===== config.mk =====
export PLATFORM = sky130hd
export DESIGN_NAME = boot_host_seq
export DESIGN_NICKNAME = d
export VERILOG_FILES = /design/src/verilog/cpu_mem_pkg.sv /design/src/verilog/boot_host_seq.sv
export VERILOG_INCLUDE_DIRS = /design/src /design/src/verilog
export SDC_FILE = /design/constraint.sdc
export NUM_CORES = 1
export LEC_CHECK = 0
export ABC_AREA = 0
export BUFFER_PORTS_ARGS = -buffer_cell sky130_fd_sc_hd__buf_2
export CAP_MARGIN = 15
export CORE_AREA = 3 3 110 112
export DETAILED_ROUTE_END_ITERATION = 16
export DIE_AREA = 0 0 113 115
export MAX_ROUTING_LAYER = met4
export PLACE_DENSITY = 0.87
export SLEW_MARGIN = 20
export SYNTH_ARGS = -nofsm -noshare
export SYNTH_HDL_FRONTEND = slang
export SYNTH_SLANG_ARGS = --single-unit

===== constraint.sdc =====
create_clock -name clk -period 6.7 [get_ports clk]
set_clock_uncertainty 0.1 [all_clocks]
set_input_delay 0.335 -clock clk [delete_from_list [all_inputs] [get_ports clk]]
set_output_delay 0.335 -clock clk [all_outputs]
set_load 0.01 [all_outputs]

===== src/verilog/cpu_mem_defs.svh =====
`ifndef CPU_MEM_DEFS_SVH
`define CPU_MEM_DEFS_SVH

////////////////////////////////////////////////////////////
// widths
////////////////////////////////////////////////////////////

`define ADDR_W       16         // core byte address
`define WORD_W       32
`define HOST_ADDR_W  64

////////////////////////////////////////////////////////////
// boot segments and host window
////////////////////////////////////////////////////////////

`define SEG_WORDS    16         // one segment is 0x40 bytes
`define DM_SEGS      17
`define IM_SEGS      48
`define IM_HOST_BIT  16         // marks an instruction segment on the host side
`define HOST_BASE    16'h9000   // stores at or above go to the host

// memory depths in words
`define DM_WORDS     8192       // bytes 0x0000 to 0x7fff
`define IM_WORDS     1024
`define LINE_WORDS   16         // 512-bit accelerator line

`endif

===== src/verilog/cpu_mem_pkg.sv =====
`include "cpu_mem_defs.svh"

package cpu_mem_pkg;

    // host transfer codes
    typedef enum logic [1:0] {
        IDLE  = 2'b00,
        READ  = 2'b01,
        WRITE = 2'b11
    } host_op_t;

    typedef enum logic [2:0] {
        SEQ_IDLE,
        DM_WAIT,
        DM_FILL,
        IM_WAIT,
        IM_FILL,
        RUN,
        HOST_WR
    } seq_state_t;

    typedef struct packed {
        logic [`ADDR_W-1:0] addr;
        logic [`WORD_W-1:0] wdata;
        logic               wr;
        logic               rd;
    } core_req_t;

    // boot write into one of the memories
    typedef struct packed {
        logic [`ADDR_W-1:0] addr;
        logic [`WORD_W-1:0] data;
        logic               en;
    } mem_wr_t;

    typedef struct packed {
        logic [`ADDR_W-1:0] addr;
        logic [`WORD_W-1:0] wdata;
        logic               wr;
        logic               rd;
    } accel_req_t;

    // 0x1000 + 0x1000*n[3:2] + 0x100*n[1] + 0x40*n[0], last entry is 0x0100
    function automatic logic [`ADDR_W-1:0] dm_seg_base(input logic [$clog2(`IM_SEGS)-1:0] n);
        if (n >= `DM_SEGS - 1) begin
            return 16'h0100;
        end
        return 16'h1000 + {2'b00, n[3:2], 12'h000} + {7'b0, n[1], 8'h00} + {9'b0, n[0], 6'h00};
    endfunction

endpackage


===== src/verilog/boot_host_seq.sv =====
`include "cpu_mem_defs.svh"

module boot_host_seq
    import cpu_mem_pkg::*;
(
    input  logic                    clk,
    input  logic                    rst_n,
    input  logic                    ready,
    input  logic                    rd_valid,
    input  logic                    tx_done,
    input  logic [`WORD_W-1:0]      host_rd_data,
    input  core_req_t               core_req,
    output host_op_t                host_op,
    output logic [`HOST_ADDR_W-1:0] host_addr,
    output logic [`WORD_W-1:0]      host_wr_data,
    output mem_wr_t                 dm_boot,
    output mem_wr_t                 im_boot,
    output logic                    stall
);

    localparam int CNT_W     = $clog2(`IM_SEGS);
    localparam int SEG_SHIFT = $clog2(`SEG_WORDS * 4);
    localparam logic [`ADDR_W-1:0] WORD_STEP = 4;

    seq_state_t         state, next_state;
    logic [CNT_W-1:0]   seg_cnt;        // segment within current phase
    logic [`ADDR_W-1:0] fill_addr;      // next boot write address
    logic [`ADDR_W-1:0] trap_addr;
    logic [`WORD_W-1:0] trap_data;
    logic [`ADDR_W-1:0] seg_base;
    logic [`ADDR_W-1:0] im_base;
    logic               is_im;
    logic               wait_st;
    logic               fill_st;
    logic               seg_last;
    logic               trap_hit;
    mem_wr_t            boot_wr;

    assign wait_st  = (state == DM_WAIT) || (state == IM_WAIT);
    assign fill_st  = (state == DM_FILL) || (state == IM_FILL);
    assign is_im    = (state == IM_WAIT) || (state == IM_FILL);
    assign im_base  = {{(`ADDR_W-CNT_W){1'b0}}, seg_cnt} << SEG_SHIFT;
    assign seg_base = is_im ? im_base : dm_seg_base(seg_cnt);
    assign seg_last = is_im ? (seg_cnt == CNT_W'(`IM_SEGS - 1))
                            : (seg_cnt == CNT_W'(`DM_SEGS - 1));

    // core store into the host window
    assign trap_hit = (state == RUN) && core_req.wr && (core_req.addr >= `HOST_BASE);

    ////////////////////////////////////////////////////////////
    // state transitions
    ////////////////////////////////////////////////////////////

    always_comb begin
        next_state = state;
        case (state)
            SEQ_IDLE: if (ready)    next_state = DM_WAIT;
            DM_WAIT:  if (rd_valid) next_state = DM_FILL;
            DM_FILL:  if (tx_done)  next_state = seg_last ? IM_WAIT : DM_WAIT;
            IM_WAIT:  if (rd_valid) next_state = IM_FILL;
            IM_FILL:  if (tx_done)  next_state = seg_last ? RUN : IM_WAIT;
            RUN:      if (trap_hit) next_state = HOST_WR;
            HOST_WR:  if (tx_done)  next_state = RUN;
            default:  next_state = SEQ_IDLE;
        endcase
    end

    always_ff @(posedge clk or negedge rst_n) begin
        if (!rst_n) begin
            state     <= SEQ_IDLE;
            seg_cnt   <= '0;
            fill_addr <= '0;
        end else begin
            state <= next_state;
            if (fill_st && tx_done) begin
                seg_cnt <= seg_last ? '0 : seg_cnt + 1'b1;   // wrap at phase change
            end
            if (wait_st && rd_valid) begin
                fill_addr <= seg_base + WORD_STEP;   // word 0 already written
            end else if (fill_st) begin
                fill_addr <= fill_addr + WORD_STEP;
            end
        end
    end

    // trapped store, held for the host write
    always_ff @(posedge clk) begin
        if (trap_hit) begin
            trap_addr <= core_req.addr;
            trap_data <= core_req.wdata;
        end
    end

    ////////////////////////////////////////////////////////////
    // host side and stall
    ////////////////////////////////////////////////////////////

    always_comb begin
        host_op      = IDLE;
        host_addr    = '0;
        host_wr_data = '0;
        stall        = 1'b1;    // held through boot
        case (state)
            DM_WAIT, DM_FILL, IM_WAIT, IM_FILL: begin
                host_op                = READ;
                host_addr              = {{(`HOST_ADDR_W-`ADDR_W){1'b0}}, seg_base};
                host_addr[`IM_HOST_BIT] = is_im;
            end
            RUN: begin
                stall = trap_hit;
            end
            HOST_WR: begin
                host_op      = WRITE;
                host_addr    = {{(`HOST_ADDR_W-`ADDR_W){1'b0}}, trap_addr};
                host_wr_data = trap_data;
                stall        = !tx_done;    // core resumes with tx_done
            end
            default: begin
                host_op = IDLE;
            end
        endcase
    end

    // one boot write path, steered by phase
    always_comb begin
        boot_wr.addr = wait_st ? seg_base : fill_addr;
        boot_wr.data = host_rd_data;
        boot_wr.en   = (wait_st && rd_valid) || fill_st;
        dm_boot      = boot_wr;
        dm_boot.en   = boot_wr.en && !is_im;
        im_boot      = boot_wr;
        im_boot.en   = boot_wr.en && is_im;
    end

endmodule


After elaboration in Yosys (flattened, before gate mapping)
Index checks and enable logic that the tools add are counted. W data, S select, Z words.

Bits in registers: 73.

$add $sub $neg: 6. Order comparisons: 2. Equality and inequality tests: 15. Mux-type cells: 23. Reductions and logical operators: 16.

Operator list (number): $mux W16 (6); $pmux W17 S2 (1); $add A16 B3 Y16 const B (2); $mux W32 (1); $mux W3 (8); $pmux W3 S7 (1); $add A15 B9 Y16 (1); $add A16 B7 Y16 (1); $ge A16 B16 Y1 const B (1); $add A13 B14 Y15 const A (1); $ne A2 B2 Y1 const B (7); $eq A3 B3 Y1 const B (3); $reduce_and A7 Y1 (1); $add A6 B1 Y6 const B (1); $eq A3 B2 Y1 const B (2); $eq A6 B5 Y1 const B (1); $eq A6 B6 Y1 const B (1); $ge A6 B5 Y1 const B (1); $logic_and A1 B1 Y1 (6); $mux W6 (1); $logic_or A1 B1 Y1 (4); $pmux W2 S2 (1); $reduce_or A4 Y1 (1); $eq A3 B1 Y1 const B (1); other kinds (6) (8).

Depth between registers and ports, before layout
Word-level depth: 7. Depth in mapped cells: 11. Depth with buffers taken out: 8.

Worst setup path after synthesis
OpenSTA, ideal clock, no wires.

Kind: register to register. From: register state[2]. To: register trap_addr[0] (enable). Arrival: 2917 ps. Data required time: 6146 ps. Path slack: 3229 ps. Cell stages (with the launch flop): 5. Buffers on the path: 2. Cells stage by stage: dfrtp_1 -> buf_2 -> clkbuf_1 -> nand2_1 -> nor2_1.

Cells in the longest elaborated chain, start to end: 3.

Ends and longest elaborated chain: start, declared (line boot_host_seq.sv:25) `seq_state_t state, next_state;`; start signal, assigned (line boot_host_seq.sv:74) `state <= next_state;`; $eq A3 B3 Y1 (line boot_host_seq.sv:48) `` assign trap_hit = (state == RUN) && core_req.wr && (core_req.addr >= `HOST_BASE); ``; $logic_and A1 B1 Y1 (2 in a row) (line boot_host_seq.sv:48); named net trap_hit (line boot_host_seq.sv:36) `logic trap_hit;`; end signal, assigned (line boot_host_seq.sv:89) `trap_addr <= core_req.addr;`; end, declared (line boot_host_seq.sv:28) `` logic [`ADDR_W-1:0] trap_addr; ``.

The timed path passes the listed nets, and every way through them passes these cells. A chain may end at the register's enable or synchronous reset.

==> flow_summary.toml <==
[synth]
synth_cell_type_count = 59
synth_edf_count = 48
synthArstFlopShare = 0.324
ys_ff_latch = 71
synth_top_area_cell = "edfxtp_1"
netlist_area_sq_um = 4660
synthTopCellsByCount = "129 x buf_4, 48 x edfxtp_1, 43 x and3_1"
synth_area_leaders = "edfxtp_1 31%, buf_4 21%, dfrtp_1 12%, and3_1 5.8%, nand2_1 3.1%"
synth_cells = 475
yosys_warnings = 0
synth_flop_cell = "edfxtp_1"
yosysTopAreaCellShare = 0.309
syn_avg_cell_area_sq_um = 9.82
synth_seq_area_share = 0.432
synth.most_common_cell = "buf_4"

[run_status]
status = "completed"

[clock_network]
cts_tree = "done"
cts_buffers = 9
root_buffer = "clkbuf_16"
post_cts_buffers = 0
clk_pin_slew_worst_paths_ps = 60
clkSinkCount = 71
clock_latency_ps = 330
post_cts_resized = 0
clk_path_buf_depth = 2
htree_levels = 3

[placed_design]
place_area_sq_um = 4660
pre_cts_slack_ps = 3490
port_buffers = 135
place.gp.congestion = 0.875
dpl.hpwl_um = 9280
place_inst = 650

[floorplan]
die_h_um = 115
initial_core_util = 0.412
core-area_sq_um = 11300
die_w_um = 113
placementRows = 39
pin_count = 284
die_area_sq_um = 13000

[routing]
vias = 3421
ant_nets = 0
drtIter0Drc = 294
routed_wl_um = 11800
vias_per_cell = 5.13
drtPass1Iterations = 4
drc = 0
wl_per_cell_um = 17.7

[worst_setup_path]
crit_chain = "nand2b_1 -> o41ai_1 -> buf_2"
critPathBufInv = 1
r2r-end = "fill_addr[10]"
crit_fanout = 25
r2r_cells = 8
cp-end-kind = "output pin"
crit_type = "register to output pin"
cp.arrival_ps = 2920
worstPathRequired_ps = 6260
crit_family = "compound AO/OA/AOI/OAI gates"
critPathMaxStageDelay_ps = 880
reg2reg_slack_ps = 3490
timing.rr.start = "state[0]"
start_kind = "register"
cp_slowest_cell = "o41ai_1"

[sta]
fin_ws_ps = 3350
final.setup.tns_ps = 0
drv_slew = 0
hold_violations = 0
fin_crit_ps = 3350
fmax_mhz = 298
slew_headroom = 0.417
setup_violations = 0
worstMarginPinSlew_ps = 874
rsz0062_at_grt = "no"
fin_crit_sh = 0.500

[global_routing]
grt_first_pass_wirelength_um = 17600
grt_max_degree = 64
grt_util_all_layers = 0.179
grt_pass1_vias = 3204
overflow = 0
antenna_found_initial = 0

[final_layout]
fin_nets = 611
drive_above_1_share = 0.311
layoutNonFillerInstCount = 667
syn2layout_area_growth_pct = 7.03
fill_cells = 1079
post-route-cell-area_sq_um = 4990
n_antenna_cell = 0
utilization = 0.441

[worst_hold_path]
min_from = "core_req[6]"
hold_depth = 1
whs_endpoint = "trap_data[4]"
min_path_type = "primary input to register"

[pwr]
power.leakage_uw = 0.00241
peakVddDrop_mv = 0.184
powerDensity_nw_per_um2 = 389

[flow_run]
cap_violations = 0
-- how the worst max path moves through the flow --
stage             start            end  slack, ps  cells past startpoint
3_5_place_dp   state[1]  host_addr[12]       3490                      5
3_3_place_gp   state[1]  host_addr[12]       3530                      5
4_1_cts        state[1]  host_addr[12]       3120                      5
6_report       state[0]    dm_boot[45]       3350                      3
5_1_grt        state[0]    dm_boot[45]       3100                      3
2_1_floorplan  state[2]   trap_addr[0]       3230                      4
-- flip-flops by register name, summed over array words and instances, names as in the netlist --
register / count
fill_addr: 14
seg_cnt: 6
state: 3
trap_addr: 16
trap_data: 32
-- per-layer routing --
metal	vias to the layer above	global-route usage	part of all wire
met2	253	0.305	0.51
li1	1581	-	-
met4	0	0.0433	0.012
met1	1577	0.198	0.35
met3	10	0.0732	0.12
met5	-	-	0
-- layout make-up --
class	instances	area [sq um]	share of cell area
clock buffers	10	229	0.0459
clock inverters	6	92.6	0.0185
inverters	10	37.5	0.00752
multi-input cells	288	1730	0.346
flip-flops and latches	71	2020	0.404
well taps	143	179	0.0358
repair buffers	139	708	0.142
-- per-stage QoR --
step                      power, uW  hold slack [ps]
after floorplan                1270            -60.6
after global placement         1420              245
after detailed placement       1440              263
after CTS                      1960             69.4
after global routing           2070             64.5
final                          1940             79.7
-- where the power goes --
group,internal (uW),switching [uW],total [uW]
Combinational,300,493,793
Sequential,530,109,639
Clock,328,183,511
-- timing repair --
action | 4_1_cts | 5_1_grt
endpoints found under the setup margin | 0 | 0
hold buffers | 1 | 0
hold endpoints to repair | 23 | 0
-- layout by cell type, fill, tap and decap left out, drive strengths merged, types with 3 or more instances in the layout --
| cell type | Yosys | final |
|---|---|---|
| and2 | 10 | 10 |
| o21ai | 21 | 21 |
| xor2 | 3 | 3 |
| nand2 | 39 | 39 |
| nand3 | 6 | 6 |
| dfrtp | 23 | 23 |
| a22o | 7 | 7 |
| mux2i | 7 | 7 |
| clkbuf | 18 | 10 |
| and3b | 3 | 3 |
| a211oi | 4 | 4 |
| nand2b | 3 | 3 |
| nor3 | 8 | 8 |
| and3 | 43 | 43 |
| conb | 1 | 51 |
| buf | 138 | 138 |
| inv | 10 | 11 |
| o22ai | 4 | 4 |
| o31ai | 5 | 5 |
| a21oi | 15 | 15 |
| nand4 | 4 | 4 |
| nor2 | 12 | 12 |
| ha | 5 | 5 |
| and4 | 3 | 3 |
| edfxtp | 48 | 48 |
| xnor2 | 3 | 3 |
| mux2 | 3 | 3 |
-- cells by family (layout without fill, tap and decap cells) --
logic type	count (synthesis)	count (layout)	share of synthesized area
buf+inv	166	165	0.240
fa+ha+maj	6	6	0.0156
mux	10	10	0.0276
simple gates	143	143	0.170
other cells	1	51	0.000804
compound gates	72	72	0.102
xor+xnor	6	6	0.0113
flops	71	71	0.432
(Power assumes the default switching activity.)
